`src/isaPkg.sv`:
```
package isaPkg;

	// one instruction word seen as R-type or I-type fields
	typedef union packed {
		struct packed {
			logic [5:0] op;
			logic [4:0] rs;
			logic [4:0] rt;
			logic [4:0] rd;
			logic [4:0] shamt;
			logic [5:0] funct;
		} rView;
		struct packed {
			logic [5:0] op;
			logic [4:0] rs;
			logic [4:0] rt;
			logic [15:0] imm16;
		} iView;
	} instrWord_t;

	// major opcodes
	localparam logic [5:0] opSpecial = 6'b000000;
	localparam logic [5:0] opRegimm = 6'b000001;
	localparam logic [5:0] opJ = 6'b000010;
	localparam logic [5:0] opJal = 6'b000011;
	localparam logic [5:0] opBeq = 6'b000100;
	localparam logic [5:0] opBne = 6'b000101;
	localparam logic [5:0] opBlez = 6'b000110;
	localparam logic [5:0] opBgtz = 6'b000111;
	localparam logic [5:0] opAddi = 6'b001000;
	localparam logic [5:0] opAddiu = 6'b001001;
	localparam logic [5:0] opSlti = 6'b001010;
	localparam logic [5:0] opSltiu = 6'b001011;
	localparam logic [5:0] opAndi = 6'b001100;
	localparam logic [5:0] opOri = 6'b001101;
	localparam logic [5:0] opXori = 6'b001110;
	localparam logic [5:0] opLui = 6'b001111;
	localparam logic [5:0] opLb = 6'b100000;
	localparam logic [5:0] opLh = 6'b100001;
	localparam logic [5:0] opLw = 6'b100011;
	localparam logic [5:0] opLbu = 6'b100100;
	localparam logic [5:0] opLhu = 6'b100101;
	localparam logic [5:0] opSb = 6'b101000;
	localparam logic [5:0] opSh = 6'b101001;
	localparam logic [5:0] opSw = 6'b101011;

	// SPECIAL function codes
	localparam logic [5:0] fnSll = 6'b000000;
	localparam logic [5:0] fnSrl = 6'b000010;
	localparam logic [5:0] fnSra = 6'b000011;
	localparam logic [5:0] fnSllv = 6'b000100;
	localparam logic [5:0] fnSrlv = 6'b000110;
	localparam logic [5:0] fnSrav = 6'b000111;
	localparam logic [5:0] fnJr = 6'b001000;
	localparam logic [5:0] fnJalr = 6'b001001;
	localparam logic [5:0] fnSyscall = 6'b001100;
	localparam logic [5:0] fnBreak = 6'b001101;
	localparam logic [5:0] fnSync = 6'b001111;
	localparam logic [5:0] fnMfhi = 6'b010000;
	localparam logic [5:0] fnMthi = 6'b010001;
	localparam logic [5:0] fnMflo = 6'b010010;
	localparam logic [5:0] fnMtlo = 6'b010011;
	localparam logic [5:0] fnMult = 6'b011000;
	localparam logic [5:0] fnMultu = 6'b011001;
	localparam logic [5:0] fnDiv = 6'b011010;
	localparam logic [5:0] fnDivu = 6'b011011;
	localparam logic [5:0] fnAdd = 6'b100000;
	localparam logic [5:0] fnAddu = 6'b100001;
	localparam logic [5:0] fnSub = 6'b100010;
	localparam logic [5:0] fnSubu = 6'b100011;
	localparam logic [5:0] fnAnd = 6'b100100;
	localparam logic [5:0] fnOr = 6'b100101;
	localparam logic [5:0] fnXor = 6'b100110;
	localparam logic [5:0] fnNor = 6'b100111;
	localparam logic [5:0] fnSlt = 6'b101010;
	localparam logic [5:0] fnSltu = 6'b101011;

	// REGIMM sub-operations in rt
	localparam logic [4:0] rtBltz = 5'b00000;
	localparam logic [4:0] rtBgez = 5'b00001;
	localparam logic [4:0] rtBltzal = 5'b10000;
	localparam logic [4:0] rtBgezal = 5'b10001;

	// ALU operations
	localparam logic [4:0] aluAdd = 5'd0;
	localparam logic [4:0] aluSub = 5'd1;
	localparam logic [4:0] aluOr = 5'd2;
	localparam logic [4:0] aluAnd = 5'd3;
	localparam logic [4:0] aluNor = 5'd4;
	localparam logic [4:0] aluXor = 5'd5;
	localparam logic [4:0] aluSll = 5'd6;
	localparam logic [4:0] aluSrl = 5'd7;
	localparam logic [4:0] aluSra = 5'd8;
	localparam logic [4:0] aluSlt = 5'd9;
	localparam logic [4:0] aluSltu = 5'd10;
	localparam logic [4:0] aluAddu = 5'd12;
	localparam logic [4:0] aluSubu = 5'd16;
	localparam logic [4:0] aluNone = 5'd31;

	// multiply/divide unit operations
	localparam logic [3:0] mdMultu = 4'd0;
	localparam logic [3:0] mdMult = 4'd1;
	localparam logic [3:0] mdDivu = 4'd2;
	localparam logic [3:0] mdDiv = 4'd3;

	// HI/LO write source
	localparam logic [1:0] hiloWrLo = 2'd0;
	localparam logic [1:0] hiloWrHi = 2'd1;
	localparam logic [1:0] hiloWrMd = 2'd2;

	// immediate extension
	localparam logic [1:0] extZero = 2'd0;
	localparam logic [1:0] extSign = 2'd1;
	localparam logic [1:0] extUpper = 2'd2;

	// data-memory access size with stores low and loads high
	localparam logic [2:0] dmStByte = 3'd0;
	localparam logic [2:0] dmStHalf = 3'd1;
	localparam logic [2:0] dmStWord = 3'd2;
	localparam logic [2:0] dmLdByteU = 3'd3;
	localparam logic [2:0] dmLdByte = 3'd4;
	localparam logic [2:0] dmLdHalfU = 3'd5;
	localparam logic [2:0] dmLdHalf = 3'd6;
	localparam logic [2:0] dmLdWord = 3'd7;

	// next-PC operation
	localparam logic [1:0] npcSeq = 2'd0;
	localparam logic [1:0] npcBranch = 2'd1;
	localparam logic [1:0] npcJump = 2'd2;
	localparam logic [1:0] npcJumpReg = 2'd3;

	// predictor hints
	localparam logic [1:0] brNone = 2'd0;
	localparam logic [1:0] brReturn = 2'd1;
	localparam logic [1:0] brOther = 2'd2;
	localparam logic [1:0] brCall = 2'd3;
	localparam logic [1:0] jNone = 2'd0;
	localparam logic [1:0] jImm = 2'd1;
	localparam logic [1:0] jReg = 2'd2;

	// write-back source and destination
	localparam logic [2:0] wbHilo = 3'd0;
	localparam logic [2:0] wbImm = 3'd1;
	localparam logic [2:0] wbAlu = 3'd2;
	localparam logic [2:0] wbLink = 3'd3;
	localparam logic [2:0] wbMem = 3'd4;
	localparam logic [1:0] dstRt = 2'd0;
	localparam logic [1:0] dstRd = 2'd1;
	localparam logic [1:0] dstRa = 2'd2;

	// sign of rs where any other value means zero
	localparam logic [1:0] cmpPos = 2'b01;
	localparam logic [1:0] cmpNeg = 2'b10;

	localparam logic [4:0] excRi = 5'd10;
	localparam logic [4:0] excBp = 5'd9;
	localparam logic [4:0] excSys = 5'd8;

	localparam logic [4:0] regRa = 5'd31;

endpackage

```
`src/aluDecoder.sv`:
```
module aluDecoder (
	input isaPkg::instrWord_t instr,
	output logic [4:0] aluOp,
	output logic aluShamtSel,
	output logic [1:0] extOp,
	output logic aluSrcImm
);

	always_comb begin
		aluOp = isaPkg::aluNone;
		case (instr.rView.op)
			isaPkg::opSpecial: begin
				case (instr.rView.funct)
					isaPkg::fnAdd: aluOp = isaPkg::aluAdd;
					isaPkg::fnAddu: aluOp = isaPkg::aluAddu;
					isaPkg::fnSub: aluOp = isaPkg::aluSub;
					isaPkg::fnSubu: aluOp = isaPkg::aluSubu;
					isaPkg::fnAnd: aluOp = isaPkg::aluAnd;
					isaPkg::fnOr: aluOp = isaPkg::aluOr;
					isaPkg::fnXor: aluOp = isaPkg::aluXor;
					isaPkg::fnNor: aluOp = isaPkg::aluNor;
					isaPkg::fnSll, isaPkg::fnSllv: aluOp = isaPkg::aluSll;
					isaPkg::fnSrl, isaPkg::fnSrlv: aluOp = isaPkg::aluSrl;
					isaPkg::fnSra, isaPkg::fnSrav: aluOp = isaPkg::aluSra;
					isaPkg::fnSlt: aluOp = isaPkg::aluSlt;
					isaPkg::fnSltu: aluOp = isaPkg::aluSltu;
					default: aluOp = isaPkg::aluNone;
				endcase
			end
			isaPkg::opAddi: aluOp = isaPkg::aluAdd;
			isaPkg::opAddiu: aluOp = isaPkg::aluAddu;
			isaPkg::opSlti: aluOp = isaPkg::aluSlt;
			isaPkg::opSltiu: aluOp = isaPkg::aluSltu;
			isaPkg::opAndi: aluOp = isaPkg::aluAnd;
			isaPkg::opOri: aluOp = isaPkg::aluOr;
			isaPkg::opXori: aluOp = isaPkg::aluXor;
			// address calculation for loads and stores
			isaPkg::opLb, isaPkg::opLbu, isaPkg::opLh, isaPkg::opLhu, isaPkg::opLw,
			isaPkg::opSb, isaPkg::opSh, isaPkg::opSw: aluOp = isaPkg::aluAdd;
			default: aluOp = isaPkg::aluNone;
		endcase
	end

	// constant shifts take shamt as operand A
	assign aluShamtSel = (instr.rView.op == isaPkg::opSpecial) &&
		(instr.rView.funct == isaPkg::fnSll || instr.rView.funct == isaPkg::fnSrl ||
		instr.rView.funct == isaPkg::fnSra);

	always_comb begin
		case (instr.iView.op)
			isaPkg::opAndi, isaPkg::opOri, isaPkg::opXori: extOp = isaPkg::extZero;
			isaPkg::opLui: extOp = isaPkg::extUpper;
			isaPkg::opAddi, isaPkg::opAddiu, isaPkg::opSlti, isaPkg::opSltiu,
			isaPkg::opLb, isaPkg::opLbu, isaPkg::opLh, isaPkg::opLhu, isaPkg::opLw,
			isaPkg::opSb, isaPkg::opSh, isaPkg::opSw: extOp = isaPkg::extSign;
			default: extOp = isaPkg::extZero;
		endcase
	end

	assign aluSrcImm = (instr.iView.op != isaPkg::opSpecial);

endmodule

```
`src/memDecoder.sv`:
```
module memDecoder (
	input isaPkg::instrWord_t instr,
	output logic dmWr,
	output logic dmRd,
	output logic [2:0] dmSel,
	output logic dcacheEn
);

	always_comb begin
		dmWr = 1'b0;
		dmRd = 1'b0;
		// word load size when nothing else applies
		dmSel = isaPkg::dmLdWord;
		case (instr.iView.op)
			isaPkg::opSb: begin
				dmWr = 1'b1;
				dmSel = isaPkg::dmStByte;
			end
			isaPkg::opSh: begin
				dmWr = 1'b1;
				dmSel = isaPkg::dmStHalf;
			end
			isaPkg::opSw: begin
				dmWr = 1'b1;
				dmSel = isaPkg::dmStWord;
			end
			isaPkg::opLbu: begin
				dmRd = 1'b1;
				dmSel = isaPkg::dmLdByteU;
			end
			isaPkg::opLb: begin
				dmRd = 1'b1;
				dmSel = isaPkg::dmLdByte;
			end
			isaPkg::opLhu: begin
				dmRd = 1'b1;
				dmSel = isaPkg::dmLdHalfU;
			end
			isaPkg::opLh: begin
				dmRd = 1'b1;
				dmSel = isaPkg::dmLdHalf;
			end
			isaPkg::opLw: dmRd = 1'b1;
			default: dmRd = 1'b0;
		endcase
	end

	assign dcacheEn = dmWr | dmRd;

endmodule

```
`src/branchUnit.sv`:
```
module branchUnit (
	input isaPkg::instrWord_t instr,
	input logic rsNeRt,
	input logic [1:0] cmpSign,
	output logic isBranch,
	output logic [1:0] brType,
	output logic [1:0] jType,
	output logic [1:0] npcOp
);

	logic condBranch;
	logic taken;

	always_comb begin
		isBranch = 1'b0;
		condBranch = 1'b0;
		taken = 1'b0;
		brType = isaPkg::brNone;
		jType = isaPkg::jNone;
		case (instr.iView.op)
			isaPkg::opBeq, isaPkg::opBne: begin
				isBranch = 1'b1;
				condBranch = 1'b1;
				brType = isaPkg::brOther;
				// BNE is the only odd opcode of the pair
				taken = rsNeRt == instr.iView.op[0];
			end
			isaPkg::opBlez: begin
				isBranch = 1'b1;
				condBranch = 1'b1;
				brType = isaPkg::brOther;
				taken = (cmpSign != isaPkg::cmpPos);
			end
			isaPkg::opBgtz: begin
				isBranch = 1'b1;
				condBranch = 1'b1;
				brType = isaPkg::brOther;
				taken = (cmpSign == isaPkg::cmpPos);
			end
			isaPkg::opRegimm: begin
				case (instr.iView.rt)
					isaPkg::rtBgez, isaPkg::rtBgezal: begin
						isBranch = 1'b1;
						condBranch = 1'b1;
						taken = (cmpSign != isaPkg::cmpNeg);
					end
					isaPkg::rtBltz, isaPkg::rtBltzal: begin
						isBranch = 1'b1;
						condBranch = 1'b1;
						taken = (cmpSign == isaPkg::cmpNeg);
					end
					default: isBranch = 1'b0;
				endcase
				// linking forms look like calls to the predictor
				if (isBranch)
					brType = instr.iView.rt[4] ? isaPkg::brCall : isaPkg::brOther;
			end
			isaPkg::opJ: begin
				isBranch = 1'b1;
				brType = isaPkg::brOther;
				jType = isaPkg::jImm;
			end
			isaPkg::opJal: begin
				isBranch = 1'b1;
				brType = isaPkg::brCall;
				jType = isaPkg::jImm;
			end
			isaPkg::opSpecial: begin
				if (instr.rView.funct == isaPkg::fnJr || instr.rView.funct == isaPkg::fnJalr) begin
					isBranch = 1'b1;
					jType = isaPkg::jReg;
					// jr $31 is a return
					if (instr.rView.funct == isaPkg::fnJr && instr.rView.rs == isaPkg::regRa)
						brType = isaPkg::brReturn;
					else
						brType = isaPkg::brOther;
				end
			end
			default: isBranch = 1'b0;
		endcase
	end

	always_comb begin
		if (condBranch)
			npcOp = taken ? isaPkg::npcBranch : isaPkg::npcSeq;
		else if (jType == isaPkg::jImm)
			npcOp = isaPkg::npcJump;
		else if (jType == isaPkg::jReg)
			npcOp = isaPkg::npcJumpReg;
		else
			npcOp = isaPkg::npcSeq;
	end

endmodule

```
`src/hiloDecoder.sv`:
```
module hiloDecoder (
	input isaPkg::instrWord_t instr,
	output logic hiloWr,
	output logic hiloRdSel,
	output logic [1:0] hiloWrSel,
	output logic hiloUse,
	output logic mdStart,
	output logic [3:0] mdOp
);

	logic isSpecial;

	assign isSpecial = (instr.rView.op == isaPkg::opSpecial);

	always_comb begin
		hiloWr = 1'b0;
		hiloRdSel = 1'b0;
		hiloWrSel = isaPkg::hiloWrLo;
		hiloUse = 1'b0;
		mdStart = 1'b0;
		mdOp = isaPkg::mdMultu;
		if (isSpecial) begin
			case (instr.rView.funct)
				isaPkg::fnMfhi: begin
					hiloUse = 1'b1;
					hiloRdSel = 1'b1;
				end
				isaPkg::fnMflo: hiloUse = 1'b1;
				isaPkg::fnMthi: begin
					hiloUse = 1'b1;
					hiloWr = 1'b1;
					hiloWrSel = isaPkg::hiloWrHi;
				end
				isaPkg::fnMtlo: begin
					hiloUse = 1'b1;
					hiloWr = 1'b1;
				end
				isaPkg::fnMult, isaPkg::fnMultu, isaPkg::fnDiv, isaPkg::fnDivu: begin
					hiloUse = 1'b1;
					hiloWr = 1'b1;
					hiloWrSel = isaPkg::hiloWrMd;
					mdStart = 1'b1;
					// funct low bits give divide and unsigned
					case (instr.rView.funct)
						isaPkg::fnMult: mdOp = isaPkg::mdMult;
						isaPkg::fnDivu: mdOp = isaPkg::mdDivu;
						isaPkg::fnDiv: mdOp = isaPkg::mdDiv;
						default: mdOp = isaPkg::mdMultu;
					endcase
				end
				default: hiloUse = 1'b0;
			endcase
		end
	end

endmodule

```
`src/writebackDecoder.sv`:
```
module writebackDecoder (
	input isaPkg::instrWord_t instr,
	output logic rfWr,
	output logic [1:0] dstSel,
	output logic [2:0] wbSel
);

	always_comb begin
		rfWr = 1'b0;
		dstSel = isaPkg::dstRt;
		wbSel = isaPkg::wbAlu;
		case (instr.rView.op)
			isaPkg::opSpecial: begin
				dstSel = isaPkg::dstRd;
				case (instr.rView.funct)
					isaPkg::fnAdd, isaPkg::fnAddu, isaPkg::fnSub, isaPkg::fnSubu,
					isaPkg::fnAnd, isaPkg::fnOr, isaPkg::fnXor, isaPkg::fnNor,
					isaPkg::fnSll, isaPkg::fnSrl, isaPkg::fnSra,
					isaPkg::fnSllv, isaPkg::fnSrlv, isaPkg::fnSrav,
					isaPkg::fnSlt, isaPkg::fnSltu: rfWr = 1'b1;
					isaPkg::fnJalr: begin
						rfWr = 1'b1;
						wbSel = isaPkg::wbLink;
					end
					isaPkg::fnMfhi, isaPkg::fnMflo: begin
						rfWr = 1'b1;
						wbSel = isaPkg::wbHilo;
					end
					default: rfWr = 1'b0;
				endcase
			end
			isaPkg::opRegimm: begin
				// only the linking branches write $31
				if (instr.iView.rt == isaPkg::rtBgezal || instr.iView.rt == isaPkg::rtBltzal) begin
					rfWr = 1'b1;
					dstSel = isaPkg::dstRa;
					wbSel = isaPkg::wbLink;
				end
			end
			isaPkg::opJal: begin
				rfWr = 1'b1;
				dstSel = isaPkg::dstRa;
				wbSel = isaPkg::wbLink;
			end
			isaPkg::opLui: begin
				rfWr = 1'b1;
				wbSel = isaPkg::wbImm;
			end
			isaPkg::opAddi, isaPkg::opAddiu, isaPkg::opSlti, isaPkg::opSltiu,
			isaPkg::opAndi, isaPkg::opOri, isaPkg::opXori: rfWr = 1'b1;
			isaPkg::opLb, isaPkg::opLbu, isaPkg::opLh, isaPkg::opLhu, isaPkg::opLw: begin
				rfWr = 1'b1;
				wbSel = isaPkg::wbMem;
			end
			default: rfWr = 1'b0;
		endcase
	end

endmodule

```
`src/exceptionCheck.sv`:
```
module exceptionCheck (
	input logic clk,
	input logic rst,
	input isaPkg::instrWord_t instr,
	input logic ifFlush,
	input logic fetchExc,
	input logic [4:0] fetchExcCode,
	input logic rfWr,
	input logic hiloWr,
	input logic dmWr,
	input logic isBranch,
	input logic aluRecognized,
	output logic excValid,
	output logic [4:0] excCode
);

	logic rstSign;
	logic isSpecial;
	logic isBreak;
	logic isSyscall;
	logic isSync;
	logic recognized;

	// high through reset and one cycle past it to mask RI on stale fetch data
	always_ff @(posedge clk) begin
		if (!rst)
			rstSign <= 1'b1;
		else
			rstSign <= 1'b0;
	end

	assign isSpecial = (instr.rView.op == isaPkg::opSpecial);
	assign isBreak = isSpecial && (instr.rView.funct == isaPkg::fnBreak);
	assign isSyscall = isSpecial && (instr.rView.funct == isaPkg::fnSyscall);
	assign isSync = isSpecial && (instr.rView.funct == isaPkg::fnSync);

	assign recognized = rfWr | hiloWr | dmWr | isBranch | aluRecognized |
		isBreak | isSyscall | isSync;

	// earlier stage exceptions win over decode ones
	always_comb begin
		excValid = 1'b1;
		if (fetchExc)
			excCode = fetchExcCode;
		else if (!recognized && !rstSign && !ifFlush)
			excCode = isaPkg::excRi;
		else if (isBreak)
			excCode = isaPkg::excBp;
		else if (isSyscall)
			excCode = isaPkg::excSys;
		else begin
			excValid = 1'b0;
			excCode = 5'd0;
		end
	end

endmodule

```
`src/instrDecoder.sv`:
```
module instrDecoder (
	input logic clk,
	input logic rst,
	input isaPkg::instrWord_t instr,
	input logic rsNeRt,
	input logic [1:0] cmpSign,
	input logic ifFlush,
	input logic fetchExc,
	input logic [4:0] fetchExcCode,
	output logic [4:0] aluOp,
	output logic aluShamtSel,
	output logic [1:0] extOp,
	output logic aluSrcImm,
	output logic dmWr,
	output logic dmRd,
	output logic [2:0] dmSel,
	output logic dcacheEn,
	output logic isBranch,
	output logic [1:0] brType,
	output logic [1:0] jType,
	output logic [1:0] npcOp,
	output logic hiloWr,
	output logic hiloRdSel,
	output logic [1:0] hiloWrSel,
	output logic hiloUse,
	output logic mdStart,
	output logic [3:0] mdOp,
	output logic rfWr,
	output logic [1:0] dstSel,
	output logic [2:0] wbSel,
	output logic excValid,
	output logic [4:0] excCode
);

	logic aluRecognized;

	// any real ALU use counts as a known instruction
	assign aluRecognized = (aluOp != isaPkg::aluNone);

	aluDecoder aluDec_i (
		.instr(instr),
		.aluOp(aluOp),
		.aluShamtSel(aluShamtSel),
		.extOp(extOp),
		.aluSrcImm(aluSrcImm)
	);

	memDecoder memDec_i (
		.instr(instr),
		.dmWr(dmWr),
		.dmRd(dmRd),
		.dmSel(dmSel),
		.dcacheEn(dcacheEn)
	);

	branchUnit branch_i (
		.instr(instr),
		.rsNeRt(rsNeRt),
		.cmpSign(cmpSign),
		.isBranch(isBranch),
		.brType(brType),
		.jType(jType),
		.npcOp(npcOp)
	);

	hiloDecoder hiloDec_i (
		.instr(instr),
		.hiloWr(hiloWr),
		.hiloRdSel(hiloRdSel),
		.hiloWrSel(hiloWrSel),
		.hiloUse(hiloUse),
		.mdStart(mdStart),
		.mdOp(mdOp)
	);

	writebackDecoder wbDec_i (
		.instr(instr),
		.rfWr(rfWr),
		.dstSel(dstSel),
		.wbSel(wbSel)
	);

	exceptionCheck excChk_i (
		.clk(clk),
		.rst(rst),
		.instr(instr),
		.ifFlush(ifFlush),
		.fetchExc(fetchExc),
		.fetchExcCode(fetchExcCode),
		.rfWr(rfWr),
		.hiloWr(hiloWr),
		.dmWr(dmWr),
		.isBranch(isBranch),
		.aluRecognized(aluRecognized),
		.excValid(excValid),
		.excCode(excCode)
	);

endmodule

```
`config.mk`:
```
export PLATFORM = sky130hd
export DESIGN_NAME = instrDecoder
export DESIGN_NICKNAME = d
export VERILOG_FILES = /design/src/isaPkg.sv /design/src/aluDecoder.sv /design/src/memDecoder.sv /design/src/branchUnit.sv /design/src/hiloDecoder.sv /design/src/writebackDecoder.sv /design/src/exceptionCheck.sv /design/src/instrDecoder.sv
export SDC_FILE = /design/constraint.sdc
export NUM_CORES = 1
export LEC_CHECK = 0
export BUFFER_PORTS_ARGS = -buffer_cell sky130_fd_sc_hd__buf_2
export CORE_UTILIZATION = 42
export CTS_CLUSTER_SIZE = 16
export DETAILED_ROUTE_END_ITERATION = 6
export GPL_ROUTABILITY_DRIVEN = 0
export PLACE_DENSITY = 0.79
export SLEW_MARGIN = 40
export SYNTH_ARGS = -nofsm -noshare
export SYNTH_HDL_FRONTEND = slang
export SYNTH_SLANG_ARGS = --single-unit
export TNS_END_PERCENT = 1
```
`constraint.sdc`:
```
create_clock -name clk -period 2.5 [get_ports clk]
set_input_delay 0.125 -clock clk [delete_from_list [all_inputs] [get_ports clk]]
set_output_delay 0.125 -clock clk [all_outputs]
set_load 0.02 [all_outputs]
```
== After elaboration in Yosys (flattened, before gate mapping) ==
Memories as Yosys holds them, arrays and structs flattened.
Index checks and enable logic that the tools add are counted.

* Bitwise operators: 8
* Reduce and logical (&&, ||, !) cells: 35
* Muxes and demuxes: 52
* Equality and inequality tests: 63

{| class="wikitable"
|+ Operators with widths
! cell !! count
|-
| $eq A6 B6 Y1 const B || 18
|-
| $eq A6 B4 Y1 const B || 13
|-
| $eq A6 B5 Y1 const B || 8
|-
| $eq A6 B3 Y1 const B || 7
|-
| $pmux W5 S8 || 1
|-
| $eq A6 B2 Y1 const B || 4
|-
| $mux W1 || 23
|-
| $pmux W3 S7 || 1
|-
| $reduce_or A19 Y1 || 1
|-
| $mux W2 || 9
|-
| $eq A5 B5 Y1 const B || 3
|-
| $mux W5 || 3
|-
| $pmux W3 S5 || 1
|-
| $reduce_or A14 Y1 || 1
|-
| $logic_not A6 Y1 || 2
|-
| $mux W4 || 3
|-
| $pmux W2 S2 || 3
|-
| $pmux W2 S3 || 2
|-
| $reduce_or A4 Y1 || 3
|-
| $reduce_or A6 Y1 || 2
|-
| $reduce_or A2 Y1 || 5
|-
| $reduce_or A5 Y1 || 2
|-
| $reduce_or A9 Y1 || 1
|-
| $or A1 B1 Y1 || 8
|-
| other kinds (19) || 34
|}

* Memory bits (read-only): 448
* Bits of input ports: 44
* Word-level logic and storage cells: 161
* Memories: 2
* Output and inout port bits: 44
* Register bits after elaboration: 1

{| class="wikitable"
|+ Memories
! memory !! words !! width !! rd ports !! clocked after memory_dff !! write ports !! RTL line !! source
|-
| (no name shown) || 64 || 5 || 1 || 0 || 0 || aluDecoder.sv:13 || <nowiki>case (instr.rView.funct)</nowiki>
|-
| (no name shown) || 64 || 2 || 1 || 0 || 0 || aluDecoder.sv:50 || <nowiki>case (instr.iView.op)</nowiki>
|}

== Longest topological paths before layout ==
* Depth after elaboration: 16
* Depth in mapped cells: 9
* Gate-level depth less buffers: 9

== Cells and area by module ==
From an unflattened synthesis, not the netlist that was laid out.

* Cell total of the unflattened synthesis: 190
* Area, all modules: 1,363.8 um^2

{| class="wikitable"
|+ Modules (own cells, without submodules)
! module !! cells each !! area each (um^2) !! times used !! seq. area each (um^2)
|-
| aluDecoder || 69 || 508.0 || 1 || 0.0
|-
| branchUnit || 35 || 237.7 || 1 || 0.0
|-
| writebackDecoder || 28 || 185.2 || 1 || 0.0
|-
| exceptionCheck || 21 || 175.2 || 1 || 20.0
|-
| hiloDecoder || 19 || 136.4 || 1 || 0.0
|-
| memDecoder || 16 || 110.1 || 1 || 0.0
|-
| instrDecoder || 2 || 11.3 || 1 || 0.0
|}

== Least setup slack after synthesis ==
Ideal clock, no wire load.

* Path type: input-to-output
* From: input port instr[0] in the netlist's numbering
* To: output port excCode[3]
* Path slack: 127 ps
* Required time: 2,375 ps
* Data arrival time: 2,248 ps
* Stages: 9
* Buffers on the path: 0
* Cell sequence: inv_1 -> ha_1 -> or2_0 -> a32oi_1 -> o32ai_1 -> or3_4 -> or4_1 -> nor4_2 -> o31a_1

* Longest elaborated chain between the ends: 16
* Elaborated cells on any way between the ends: 58
* Classes of those cells: eq/ne (29); mux (11); bitwise (7); reduce/logical (10); memory (1)

{| class="wikitable"
|+ Ends and longest elaborated chain
! element !! RTL line !! source
|-
| start, declared || instrDecoder.sv:4 || <nowiki>input isaPkg::instrWord_t instr,</nowiki>
|-
| $eq A6 B2 Y1 (tied with other cells) || writebackDecoder.sv:15 || <nowiki>case (instr.rView.funct)</nowiki>
|-
| $reduce_or A19 Y1 (no line) (*) || - ||
|-
| $mux W1 (*) || writebackDecoder.sv:15 ||
|-
| $pmux W1 S3 (*) || writebackDecoder.sv:12 || <nowiki>case (instr.rView.op)</nowiki>
|-
| named net rfWr || instrDecoder.sv:28 || <nowiki>output logic rfWr,</nowiki>
|-
| $or A1 B1 Y1 (*) (5 in series) || exceptionCheck.sv:37 || <nowiki>assign recognized = rfWr | hiloWr | dmWr | isBranch | aluRecognized |</nowiki>
|-
| $or A1 B1 Y1 (*) (2 in series) || exceptionCheck.sv:38 || <nowiki>isBreak | isSyscall | isSync;</nowiki>
|-
| $logic_not A1 Y1 (*) || exceptionCheck.sv:45 || <nowiki>else if (!recognized && !rstSign && !ifFlush)</nowiki>
|-
| $logic_and A1 B1 Y1 (*) (2 in series) || exceptionCheck.sv:45 ||
|-
| $mux W5 (*) || exceptionCheck.sv:45 ||
|-
| $mux W5 (*) || exceptionCheck.sv:43 || <nowiki>if (fetchExc)</nowiki>
|-
| end, declared || instrDecoder.sv:32 || <nowiki>output logic [4:0] excCode</nowiki>
|}

The timed path passes the listed nets; every way through them passes the cells marked *.

== Final worst setup path ==
* From: input port instr[28] in the netlist's numbering
* To: output port excCode[3]

* Longest elaborated chain between the ends: 15
* Elaborated cells on any way between the ends: 51
* Classes of those cells: eq/ne (24); mux (9); bitwise (7); reduce/logical (11)

{| class="wikitable"
|+ Ends and longest elaborated chain
! element !! RTL line
|-
| $eq A6 B4 Y1 (tied with other cells) || aluDecoder.sv:11, writebackDecoder.sv:12
|-
| $reduce_or A14 Y1 (no line) || -
|-
| $pmux W1 S3 || writebackDecoder.sv:12
|-
| $or A1 B1 Y1 (5 in series) || exceptionCheck.sv:37
|-
| $or A1 B1 Y1 (2 in series) || exceptionCheck.sv:38
|-
| $logic_not A1 Y1 || exceptionCheck.sv:45
|-
| $logic_and A1 B1 Y1 (2 in series) || exceptionCheck.sv:45
|-
| $mux W5 (*) || exceptionCheck.sv:45
|-
| $mux W5 (*) || exceptionCheck.sv:43
|}

Every way passes the cells marked *; elsewhere a longest branch is shown, timed or not.

==> flow_summary.yaml <==
cells_and_area:
  antenna-diode-count: 0
  largest_reg_flops: 1
  nFillCells: 256
  final_layout_size_suffix_gt1_share_pct: 42.8
  biggestRegsByFlops: "excChk_i.rstSign: 1 flops"
  area_delta_synth_final_pct: 40.4
  finalInstanceArea_um2: 1730
  final_cells: 295
  design.final.nets: 315
  layout.core_utilization_pct: 62.7
  registers.top_by_ff_count: "excChk_i.rstSign"
logic_synthesis:
  post_synth_inst_count: 186
  syn_area_um2: 1230
  ys_async_sr_fraction_pct: 0
  ys_seq_area_share_pct: 1.63
  yosysWarningCount: 0
  yosys.area_share.simple_pct: 45.4
  fraction_of_the_mapped_netlist_area_in_compound_gates_pct: 29.0
  avgSynthCellArea_um2: 6.62
  yosys.area_share.xor_xnor_pct: 2.85
  synth_edf_count: 0
  post_synth_num_cell_types: 60
  synth_seq_cells: 1
  synth_fa_ha_area_share_pct: 5.08
  synthMuxAreaShare_pct: 3.35
  dominantRegCellSynth: "dfxtp_1"
  synth_top_family_by_area: "simple AND/OR/NAND/NOR gates"
detailed_routing:
  drtPass1Iterations: 4
  vias: 1699
  postRouteAntennaNets: 0
  drt-wirelength-per-cell_um: 13.0
  detail_route.vias_per_cell: 5.76
  detail_route.wirelength_um: 3820
  detail_route.drc_violations: 0
  detail_route.iter0.violations: 75
critical_path:
  criticalPathCategory: "in -> out"
  endpoint_of_the_most_critical_setup_path: "excCode[3]"
  startpoint_kind_of_the_worst_setup_timing_path: "input pin"
  worst-path-stages: 10
  cp_data_required_time_ns: 2.38
  critPathMaxFanout: 13
  worst_path_dominant_cell_family: "simple AND/OR/NAND/NOR gates"
  timing.critical_path.buf_inv: 3
  worst_setup_path_startpoint: "instr[28]"
  slowest_stage: "nor3_1"
  end_kind: "output pin"
  worst_ep_arrival_time_ns: 2.30
  critical_path_cell_by_cell: "buf_2, nor3_1, nand2_4, inv_2, o221ai_1, o311ai_0, nand2_1, nor4_4, o31a_1, buf_4"
  timing.critical_path.slowest_cell_delay_ns: 0.45
floorplan:
  placement_rows: 19
  core-area_um2: 2760
  design.portCount: 88
  die-area_um2: 3150
  chipWidth_um: 56.1
  start_util_pct: 44.6
  die-height_um: 56.1
sta:
  final.setup.worst_slack_ns: 0.0748
  setup_violations: 0
  holdWs_ns: 0.278
  rsz0062_at_grt: "yes"
  clock.fmax_ghz: 0.412
  timing.setup.tns_ns: 0
  slew_violations: 0
  fin_crit_ns: 2.43
  number_of_endpoints_with_negative_hold_slack_in_the_final_report: 0
  final.period_utilization_pct: 97.0
  max_slew.worst_pin.slew_ns: 0.526
  slew-limit-headroom_pct: 64.9
grt:
  grt_pass1_wl_um: 6150
  largest_net_degree_at_the_start_of_global_routing: 17
  gr-total-overflow: 0
  grt_pass1_vias: 1364
  track_usage_pct: 23.0
  grt_antenna_before_repair: 0
power_and_ir_drop:
  power.share.sequential_pct: 6.2
  powerDensity_nw_per_um2: 166
  fin_total_pwr_mw: 0.286
  share_of_total_power_consumed_by_net_switching_pct: 53.9
  p_clk_share_pct: 0
  power.switching_mw: 0.154
  power.ir.vdd_worst_mv: 0.120
  pwr-share-comb_pct: 93.8
  internal_power_mw: 0.132
  total_leakage_power_nw: 0.873
place:
  placed_cells_incl_taps: 295
  detailedPlacementHpwl_um: 2960
  detailedPlace.worstSlack_ns: -0.0752
  placedInstanceArea_um2: 1660
  numPortBuffers: 75
job:
  cap_violations: 0
clocking:
  clk_pin_slew_worst_paths_ns: 0
min_path:
  timing.hold.worst.class: "in -> reg"
  whs_path_depth: 2
status:
  outcome: "finished clean"
metal layers:
layer / vias to the layer above / GRT usage, % / share of wire [%]
li1: 833 / - / -
met1: 776 / 32.9 / 45
met2: 86 / 38.8 / 47
met3: 4 / 1.16 / 7.7
met4: 0 / 3.14 / 0.78
met5: - / 0 / 0
placed cells by master, fill, tap and decap left out, drive strengths merged, types with 5 or more instances in the layout:
cell	n
buf	92
nor2	23
nand2	20
inv	10
a21oi	9
o21ai	8
nor2b	8
nand2b	6
nor3	6
a211oi	5
ha	5
cells by family after synthesis:
kind of cell / Yosys count
compound gates: 50
simple gates: 96
other cells: 1
buf+inv: 25
xor+xnor: 4
mux: 4
flops: 1
fa+ha+maj: 5
layout make-up:
type,count,area (um2),area share (%)
inverters,10,37.5,2.17
multi-input cells,161,1110,64.0
flip-flops and latches,1,20.0,1.16
well taps,31,38.8,2.24
repair buffers,92,527,30.5
cells in the mapped netlist, types with 3 or more instances:
| cell type | n | area [um2] |
|---|---|---|
| o31ai_1 | 3 | 22.5 |
| buf_6 | 4 | 45.0 |
| nor2_1 | 23 | 86.3 |
| buf_4 | 4 | 30.0 |
| nor4_1 | 3 | 18.8 |
| or3_1 | 3 | 18.8 |
| nor2b_1 | 5 | 31.3 |
| inv_1 | 9 | 33.8 |
| nand2b_1 | 6 | 37.5 |
| nor3_1 | 5 | 25.0 |
| nor3b_1 | 3 | 22.5 |
| xnor2_1 | 4 | 35.0 |
| a211oi_1 | 4 | 30.0 |
| ha_1 | 5 | 62.6 |
| and2_1 | 3 | 18.8 |
| nand2_1 | 19 | 71.3 |
| buf_2 | 3 | 15.0 |
| mux2i_1 | 3 | 30.0 |
| o21ai_0 | 8 | 40.0 |
| nor2b_4 | 3 | 41.3 |
| nand3b_1 | 4 | 30.0 |
| a21oi_1 | 9 | 45.0 |
| and3_1 | 4 | 25.0 |
how the worst min path moves through the flow:
| stage | from | slack, ns | end |
|---|---|---|---|
| 2_1_floorplan | rst | 0.18 | excChk_i.rstSign |
| 3_3_place_gp | rst | 0.27 | excChk_i.rstSign |
| 3_5_place_dp | rst | 0.28 | excChk_i.rstSign |
| 4_1_cts | rst | 0.28 | excChk_i.rstSign |
| 5_1_grt | rst | 0.28 | excChk_i.rstSign |
| 6_report | rst | 0.28 | excChk_i.rstSign |
power by group through the flow:
stage | registers [mW] | clock network [mW] | logic, mW
finish | 0.0178 | 0 | 0.269
global route | 0.0177 | 0 | 0.292
CTS | 0.0176 | 0 | 0.263
detailed placement | 0.0176 | 0 | 0.249
global placement | 0.0176 | 0 | 0.247
floorplan | 0.0172 | 0 | 0.162
what timing repair did:
action                     4_1_cts  5_1_grt
pin swaps                        3        2
hold buffers                     0        0
resized for setup               19        3
setup endpoints to repair        3        3
buffers inserted                 0        0
Power figures use the tool's default switching activity.
